### src/memStagePkg.sv
package memStagePkg;

    ////////////////////
    // Word widths
    ////////////////////

    localparam int XLEN         = 32; // Data and address width
    localparam int REG_ADDR_W   = 5;  // Register index width
    localparam int RESULT_SRC_W = 2;
    localparam int SPI_BYTE_W   = 8;  // Bits per SPI transfer
    localparam int SPI_SEL_W    = 4;  // Address bits that pick an SPI register

    ////////////////////
    // Result select
    ////////////////////

    // Code 3 is not decoded and falls back to the ALU result
    localparam logic [RESULT_SRC_W-1:0] RESULT_ALU = 2'd0;
    localparam logic [RESULT_SRC_W-1:0] RESULT_MEM = 2'd1;
    localparam logic [RESULT_SRC_W-1:0] RESULT_PC4 = 2'd2;

    ////////////////////
    // SPI window
    ////////////////////

    localparam logic [XLEN-1:0] SPI_BASE = 32'hFFFF_0000;

    localparam logic [SPI_SEL_W-1:0] SPI_TX_OFFSET   = 4'h0; // Write starts a transfer
    localparam logic [SPI_SEL_W-1:0] SPI_RX_OFFSET   = 4'h4; // Last received byte
    localparam logic [SPI_SEL_W-1:0] SPI_STAT_OFFSET = 4'h8; // Bit 0 is busy

endpackage

### src/writebackCycle.sv
`timescale 1ns/1ps

module writebackCycle (
    input  logic                                 regWriteW_i,
    input  logic [memStagePkg::RESULT_SRC_W-1:0] resultSrcW_i,
    input  logic [memStagePkg::REG_ADDR_W-1:0]   rdW_i,
    input  logic [memStagePkg::XLEN-1:0]         pcPlus4W_i,
    input  logic [memStagePkg::XLEN-1:0]         aluResultW_i,
    input  logic [memStagePkg::XLEN-1:0]         readDataW_i,
    output logic                                 regWrite_o,
    output logic [memStagePkg::REG_ADDR_W-1:0]   rdW_o,
    output logic [memStagePkg::XLEN-1:0]         resultW_o
);
    import memStagePkg::*;

    always_comb begin
        case (resultSrcW_i)
            RESULT_MEM: resultW_o = readDataW_i;
            RESULT_PC4: resultW_o = pcPlus4W_i;   // Link value for jumps
            default:    resultW_o = aluResultW_i;
        endcase
    end

    // x0 is hardwired to zero, so a write to it never reaches the file
    assign regWrite_o = regWriteW_i && (rdW_i != '0);
    assign rdW_o      = rdW_i;

endmodule

### config.mk
export PLATFORM = sky130hd
export DESIGN_NAME = writebackCycle
export DESIGN_NICKNAME = d
export VERILOG_FILES = /design/src/memStagePkg.sv /design/src/writebackCycle.sv
export SDC_FILE = /design/constraint.sdc
export NUM_CORES = 1
export LEC_CHECK = 0
export BUFFER_PORTS_ARGS = -buffer_cell sky130_fd_sc_hd__buf_2
export CORE_ASPECT_RATIO = 0.9
export CORE_MARGIN = 3
export CORE_UTILIZATION = 27
export DETAILED_ROUTE_END_ITERATION = 16
export GPL_TIMING_DRIVEN = 0
export PLACE_DENSITY = 0.9
export SLEW_MARGIN = 20
export SYNTH_ARGS = -nofsm -noshare
export SYNTH_HDL_FRONTEND = slang
export SYNTH_SLANG_ARGS = --single-unit
### constraint.sdc
create_clock -name vclk -period 2.9
set_clock_uncertainty 0.05 [all_clocks]
set_input_delay 0.58 -clock vclk [all_inputs]
set_output_delay 0.58 -clock vclk [all_outputs]
set_load 0.01 [all_outputs]
==> results of run 1 <==
-- worst paths after layout --
| check | to | startpoint | depth (start not counted) | slack, ns |
|---|---|---|---|---|
| max | resultW_o[8] | resultSrcW_i[0] | 8 | 0.41 |
| min | rdW_o[0] | rdW_i[0] | 3 | 1.39 |
-- layout by cell type (no fill, tap or decap) --
cell type  count
ha_1           2
o21a_1         1
o21ai_0       32
buf_4          5
a22oi_1       32
or4_1          1
clkbuf_1       5
nand2_1       32
buf_2        150
inv_1          2
-- cell families after synthesis --
| family | Yosys count |
|---|---|
| compound gates | 65 |
| simple gates | 33 |
| buf+inv | 20 |
| fa+ha+maj | 2 |
-- per-stage QoR --
step	std cells	hold WS [ns]	util, %	instance area [sq um]
floorplan	120	1.20	-	664
global placement	289	1.39	62.3	1410
detailed placement	289	1.39	62.3	1410
CTS	289	1.39	62.3	1410
global route	289	1.40	62.3	1410
finish	289	1.39	62.3	1410
-- critical path, delay by kind of cell --
family	cells	cell delay, ns
compound gates	1	0.10
fa+ha+maj	1	0.25
buf+inv	5	0.85
simple gates	1	0.08
-- cell type report --
| type | count | area [sq um] |
|---|---|---|
| buffer | 18 | 96.3 |
| fill | 239 | 853 |
| inverter | 2 | 7.51 |
| multi-input combinational | 100 | 561 |
| tap | 27 | 33.8 |
| timing repair buffer | 142 | 711 |
-- metal layers --
| metal | GRT usage [%] | up-vias |
|---|---|---|
| li1 | - | 724 |
| met2 | 40.0 | 83 |
| met3 | 2.20 | 4 |
| met1 | 26.0 | 655 |
| met4 | 1.93 | 0 |
| met5 | 0 | - |
-- power breakdown --
part / leakage (nW) / switching [mW] / internal, mW / total, mW
Sequential: 0 / 0 / 0 / 0
Clock: 0 / 0 / 0 / 0
Combinational: 0.839 / 0.133 / 0.127 / 0.261
Total: 0.839 / 0.133 / 0.127 / 0.261
==> impl_metrics.json, run 1 <==
{
  "ys_seq_area_share_pct": 0,
  "die_h_microns": 53.1,
  "max_slew_margin_pct": 71.9,
  "cp-start-kind": "input port",
  "crit_chain": "buf_2 -> inv_1 -> ha_1 -> buf_2 -> clkbuf_1 -> nand2_1 -> o21ai_0 -> buf_2",
  "maxSlewViolCount": 0,
  "vias_per_cell": 5.07,
  "synth_cell_type_count": 10,
  "worst_slack_ns": 0.410,
  "overflow": 0,
  "drive_gt1_share_pct": 59.2,
  "synth_top_area_share_pct": 36.2,
  "syn2layout_area_growth_pct": 112,
  "setup_tns_ns": 0,
  "dr_wl_met3_microns": 421,
  "power-per-cell-area_nw_per_um2": 185,
  "finalCriticalPeriod_ns": 2.49,
  "drt_iter0_drc": 58,
  "period_share_pct": 85.8,
  "dieArea_sq_um": 3090,
  "place.gp.congestion": 0.757,
  "synth_compound_area_share_pct": 61.4,
  "synth_common_cells": "a22oi_1, nand2_1, o21ai_0",
  "grt_usage_pct": 21.0,
  "m1WireLength_microns": 1290,
  "ioPinCount": 142,
  "dr.pass1.iters": 4,
  "dieWidth_microns": 58.3,
  "yosysWarnings": 0,
  "setup_viol": 0,
  "yosys.area_share.adder_pct": 3.77,
  "cts_setup_buffers": 0,
  "clock_buffers": 0,
  "cts_resized": 0,
  "status": "finished clean",
  "hold_viol_final": 0,
  "crit_path_max_fanout": 10,
  "num_rows": 16,
  "ant_nets": 0,
  "cts_hold_buf": 0,
  "io_buffers": 142,
  "netlist_area_sq_um": 664,
  "rsz0062_at_grt": "no",
  "ir_drop_mv": 0.104,
  "arrival_ns": 1.86,
  "critPathMaxStageDelay_ns": 0.37,
  "yosys.area_share.simple_pct": 19.2,
  "wl_met2_microns": 1860,
  "routed.top_layer": "met4",
  "synth_fp_nets": 226,
  "max_freq_mhz": 402,
  "cp_common_cell": "buf_2",
  "hpwl_microns": 3060,
  "endpoint_kind": "primary output",
  "nNetsFinal": 370,
  "synthCells": 120,
  "tightest_slew_ns": 0.422,
  "drc": 0,
  "grt_pass1_wl_microns": 5440,
  "synth_area_leaders": "a22oi_1, o21ai_0, nand2_1",
  "yosys.area.top_type": "a22oi_1",
  "leakage_nw": 0.839,
  "seqCellArea_sq_um": 0,
  "grt_start_max_net_pins": 11,
  "antenna_cells": 0,
  "seq_cells": 0,
  "fin_total_pwr_mw": 0.261,
  "grt_pass1_vias": 1304,
  "synth_top_family_by_area": "compound AO/OA/AOI/OAI gates",
  "core_sq_um": 2260,
  "critical_path_class": "in -> out",
  "antenna_found_initial": 0,
  "initial_utilization_pct": 29.4,
  "cap_viol_max_count": 0,
  "hold_class": "in -> out",
  "routedWlPerCell_microns": 12.5,
  "muxShareOfSynthArea_pct": 0,
  "dp_worst_setup_slack_ns": 0.378,
  "cp_slowest_cell": "clkbuf_1",
  "required_ns": 2.27,
  "drt_wl_total_microns": 3600,
  "vias": 1466,
  "synth_xor_area_share_pct": 0,
  "syn_area_per_cell_sq_um": 5.54
}
No activity file was read; power rests on OpenSTA's default activity.
==> inputs of run 2 (changes only) <==
--- a/config.mk
+++ b/config.mk
@@ -5,13 +5,14 @@
 export SDC_FILE = /design/constraint.sdc
 export NUM_CORES = 1
 export LEC_CHECK = 0
+export ABC_AREA = 1
 export BUFFER_PORTS_ARGS = -buffer_cell sky130_fd_sc_hd__buf_2
 export CORE_ASPECT_RATIO = 0.9
 export CORE_MARGIN = 3
-export CORE_UTILIZATION = 27
+export CORE_UTILIZATION = 33
 export DETAILED_ROUTE_END_ITERATION = 16
 export GPL_TIMING_DRIVEN = 0
-export PLACE_DENSITY = 0.9
+export PLACE_DENSITY = 0.89
 export SLEW_MARGIN = 20
 export SYNTH_ARGS = -nofsm -noshare
 export SYNTH_HDL_FRONTEND = slang
==> constraint.sdc (replaced) <==
create_clock -name vclk -period 3.1
set_clock_uncertainty 0.05 [all_clocks]
set_input_delay 0.62 -clock vclk [all_inputs]
set_output_delay 0.62 -clock vclk [all_outputs]
set_load 0.01 [all_outputs]
==> impl_metrics.json, run 2 <==
{
  "antenna_found_initial": 0,
  "dr_wl_met3_microns": 358,
  "dieWidth_microns": 62.2,
  "yosysWarnings": 0,
  "syn_area_per_cell_sq_um": 4.25,
  "grt_usage_pct": 20.1,
  "seq_cells": 0,
  "synth_most_common_cell": "nand2_1",
  "arrival_ns": 1.70,
  "layout_commonest_cell": "nand2_1",
  "dieArea_sq_um": 3520,
  "n_fill_cell": 278,
  "vias_per_cell": 4.22,
  "nNetsFinal": 471,
  "vias": 1693,
  "finalCriticalPeriod_ns": 2.37,
  "drc": 0,
  "status": "finished clean",
  "grt_pass1_wl_microns": 6220,
  "drt_wl_total_microns": 3830,
  "routedWlPerCell_microns": 9.55,
  "dpl_cell_area_sq_um": 1700,
  "grt_start_max_net_pins": 11,
  "seqCellArea_sq_um": 0,
  "place.gp.congestion": 0.781,
  "required_ns": 2.43,
  "yosys.area.top_type": "nand2_1",
  "overflow": 0,
  "ys_seq_area_share_pct": 0,
  "m1WireLength_microns": 1460,
  "die_h_microns": 56.6,
  "ant_nets": 0,
  "dr.pass1.iters": 4,
  "max_slew_margin_pct": 83.4,
  "core_sq_um": 2570,
  "leakage_nw": 1.26,
  "grt_pass1_vias": 1539,
  "cap_viol_max_count": 0,
  "drt_iter0_drc": 74,
  "ioPinCount": 142,
  "synth_cell_type_count": 9,
  "setup_viol": 0,
  "final_area_sq_um": 1700,
  "setup_tns_ns": 0,
  "clock_buffers": 0,
  "cp-start-kind": "input port",
  "hold_class": "in -> out",
  "num_rows": 17,
  "power-per-cell-area_nw_per_um2": 164,
  "synth_common_cells": "nand2_1, buf_6, buf_4",
  "drive_gt1_share_pct": 44.4,
  "tightest_slew_ns": 0.249,
  "max_freq_mhz": 422,
  "ir_drop_mv": 0.0953,
  "hold_viol_final": 0,
  "synth_top_area_share_pct": 77.1,
  "routed.top_layer": "met4",
  "netlist_area_sq_um": 940,
  "startpoint": "resultSrcW_i[0]",
  "critical_path_class": "in -> out",
  "crit_path_end": "resultW_o[5]",
  "wl_met2_microns": 1990,
  "rsz0062_at_grt": "no",
  "hpwl_microns": 3260,
  "maxSlewViolCount": 0,
  "io_buffers": 142,
  "cts_resized": 0,
  "synthCells": 221,
  "synth_fp_nets": 327,
  "final_cell_mix": "nand2_1, buf_2, buf_6",
  "hold-path-cell-count": 4,
  "synth_area_leaders": "nand2_1, buf_6, buf_4",
  "crit_path_max_fanout": 10,
  "antenna_cells": 0,
  "cts_setup_buffers": 0,
  "cts_hold_buf": 0,
  "endpoint_kind": "primary output",
  "period_share_pct": 76.4,
  "syn2layout_area_growth_pct": 80.7,
  "initial_utilization_pct": 36.5
}
[run 2: cells by family after synthesis]
kind of cell	after synthesis	synth area share (%)
AND/OR/NAND/NOR	196	78.4
adder cells (fa/ha/maj)	2	2.66
buffers and inverters	23	18.9
[run 2: through the flow]
| stage | std cells | setup WS (ns) | hold WS (ns) | util [%] | total power, mW |
|---|---|---|---|---|---|
| after detailed placement | 401 | 0.729 | 1.46 | 66.0 | 0.279 |
| after floorplan | 221 | 1.02 | 1.28 | - | 0.147 |
| after CTS | 401 | 0.722 | 1.46 | 66.0 | 0.280 |
| after global placement | 401 | 0.751 | 1.45 | 66.0 | 0.275 |
| after global routing | 401 | 0.634 | 1.48 | 66.0 | 0.312 |
| final | 401 | 0.731 | 1.46 | 66.0 | 0.278 |
[run 2: routing by layer]
layer / vias to the layer above / global-route usage (%)
met5: - / 0
met4: 0 / 0.946
met2: 84 / 40.5
met1: 679 / 23.2
li1: 928 / -
met3: 2 / 2.80
[run 2: cell type report]
class                      count  area, sq um  area share (%)
buffer                        18          159            9.36
tap                           38         47.5            2.80
multi-input combinational    198          762            44.9
inverter                       5         18.8            1.11
timing repair buffer         142          711            41.9
[run 2: worst min-delay path by stage]
stage,from,endpoint,slack [ns]
6_report,regWriteW_i,regWrite_o,1.46
5_1_grt,aluResultW_i[2],resultW_o[2],1.48
4_1_cts,regWriteW_i,regWrite_o,1.46
3_5_place_dp,regWriteW_i,regWrite_o,1.46
3_3_place_gp,regWriteW_i,regWrite_o,1.45
2_1_floorplan,rdW_i[0],rdW_o[0],1.28
[run 2: power breakdown]
group / switching, mW / leakage [nW] / total, mW / internal [mW]
Clock: 0 / 0 / 0 / 0
Sequential: 0 / 0 / 0 / 0
Combinational: 0.143 / 1.26 / 0.278 / 0.135
Total: 0.143 / 1.26 / 0.278 / 0.135
[run 2: worst max-delay path, stage by stage]
cell     delay [ns]
buf_2          0.09
inv_1          0.04
ha_1           0.28
buf_2          0.16
inv_2          0.11
buf_6          0.15
nand2_1        0.06
nand2_1        0.06
buf_2          0.13
==> inputs of run 3 (changes only) <==
--- a/config.mk
+++ b/config.mk
@@ -9,10 +9,10 @@
 export BUFFER_PORTS_ARGS = -buffer_cell sky130_fd_sc_hd__buf_2
 export CORE_ASPECT_RATIO = 0.9
 export CORE_MARGIN = 3
-export CORE_UTILIZATION = 33
+export CORE_UTILIZATION = 28
 export DETAILED_ROUTE_END_ITERATION = 16
 export GPL_TIMING_DRIVEN = 0
-export PLACE_DENSITY = 0.89
+export PLACE_DENSITY = 0.81
 export SLEW_MARGIN = 20
 export SYNTH_ARGS = -nofsm -noshare
 export SYNTH_HDL_FRONTEND = slang
==> constraint.sdc (replaced) <==
create_clock -name vclk -period 2.1
set_clock_uncertainty 0.05 [all_clocks]
set_input_delay 0.42 -clock vclk [all_inputs]
set_output_delay 0.42 -clock vclk [all_outputs]
set_load 0.01 [all_outputs]
==> impl_metrics.json, run 3 (synthesis gave the netlist of run 2 again) <==
{
  "core_sq_um": 3140,
  "maxSlewViolCount": 0,
  "antenna_found_initial": 0,
  "critical_path_class": "in -> out",
  "routedWlPerCell_microns": 9.26,
  "hpwl_microns": 3200,
  "drt_iter0_drc": 59,
  "max_slew_margin_pct": 82.7,
  "multiInputGateArea_sq_um": 762,
  "fin_util_pct": 54.3,
  "period_share_pct": 92.7,
  "syn2layout_area_growth_pct": 81.2,
  "cts_setup_buffers": 0,
  "final_cell_mix": "nand2_1, buf_2, buf_6",
  "vias_per_cell": 4.24,
  "fin_hold_ws_ns": 1.05,
  "worst_slack_ns": 0.153,
  "grt_usage_pct": 15.8,
  "finalNonFillerCells": 405,
  "finalCriticalPeriod_ns": 1.95,
  "grt_pass1_wl_microns": 5320,
  "layout_commonest_cell": "nand2_1",
  "dp_worst_setup_slack_ns": 0.148,
  "cp-start-kind": "input port",
  "die_h_microns": 61.0,
  "drc": 0,
  "dieWidth_microns": 67.1,
  "rsz0062_at_grt": "no",
  "crit_path_max_fanout": 10,
  "crit_chain": "buf_2 -> inv_1 -> ha_1 -> buf_2 -> buf_2 -> nand2_1 -> nand2_1 -> buf_2",
  "place.gp.congestion": 0.778,
  "dieArea_sq_um": 4090,
  "ioPinCount": 142,
  "seqCellArea_sq_um": 0,
  "cts_resized": 0,
  "cts_hold_buf": 0,
  "hold_class": "in -> out",
  "required_ns": 1.63,
  "drive_gt1_share_pct": 44.4,
  "hold_viol_final": 0,
  "place_inst": 405,
  "cp_slowest_cell": "ha_1",
  "setup_tns_ns": 0,
  "grt_start_max_net_pins": 11,
  "initial_utilization_pct": 29.9,
  "power-per-cell-area_nw_per_um2": 239,
  "critPathMaxStageDelay_ns": 0.26,
  "overflow": 0,
  "setup_viol": 0,
  "max_freq_mhz": 514,
  "n_fill_cell": 355,
  "tightest_slew_ns": 0.260,
  "cp_common_cell": "buf_2",
  "leakage_nw": 1.26,
  "cap_viol_max_count": 0,
  "grt_pass1_vias": 1328,
  "arrival_ns": 1.48,
  "io_buffers": 142,
  "drt_wl_total_microns": 3750,
  "endpoint_kind": "primary output",
  "seq_cells": 0,
  "num_rows": 19,
  "ir_drop_mv": 0.128,
  "vias": 1716,
  "antenna_cells": 0,
  "dr.pass1.iters": 6,
  "nNetsFinal": 471,
  "ant_nets": 0,
  "status": "finished clean",
  "clock_buffers": 0
}
## run 3: report_power, final
part           switching, mW  total (mW)  leakage, nW  internal, mW
clock network              0           0            0             0
registers                  0           0            0             0
logic                  0.208       0.407         1.26         0.199
total                  0.208       0.407         1.26         0.199
## run 3: path summary, 6_finish.rpt
path	slack (ns)	to	startpoint	depth (start not counted)
hold / removal	1.05	regWrite_o	regWriteW_i	4
setup / recovery	0.15	resultW_o[27]	resultSrcW_i[0]	8
## run 3: area by class of cell
type                       count  share of cell area [%]
multi-input combinational    198                    44.7
timing repair buffer         142                    41.7
buffer                        18                    9.33
tap                           42                    3.09
inverter                       5                    1.10
## run 3: metrics by stage
step / power [mW] / instance area, sq um
after floorplan: 0.218 / 940
after global placement: 0.408 / 1700
after detailed placement: 0.411 / 1700
after CTS: 0.413 / 1700
after global routing: 0.462 / 1700
final: 0.407 / 1700
## run 3: per-layer routing
layer	share of wire [%]	global-route usage, %	vias up
met2	49	31.1	90
li1	-	-	926
met5	0	0	-
met1	39	19.0	700
met4	0	0	0
met3	12	2.59	0
## run 3: worst max-delay path, delay by kind of cell
| kind | cells | cell delay (ns) |
|---|---|---|
| adder cells (fa/ha/maj) | 1 | 0.26 |
| buffers and inverters | 5 | 0.63 |
| AND/OR/NAND/NOR | 2 | 0.16 |
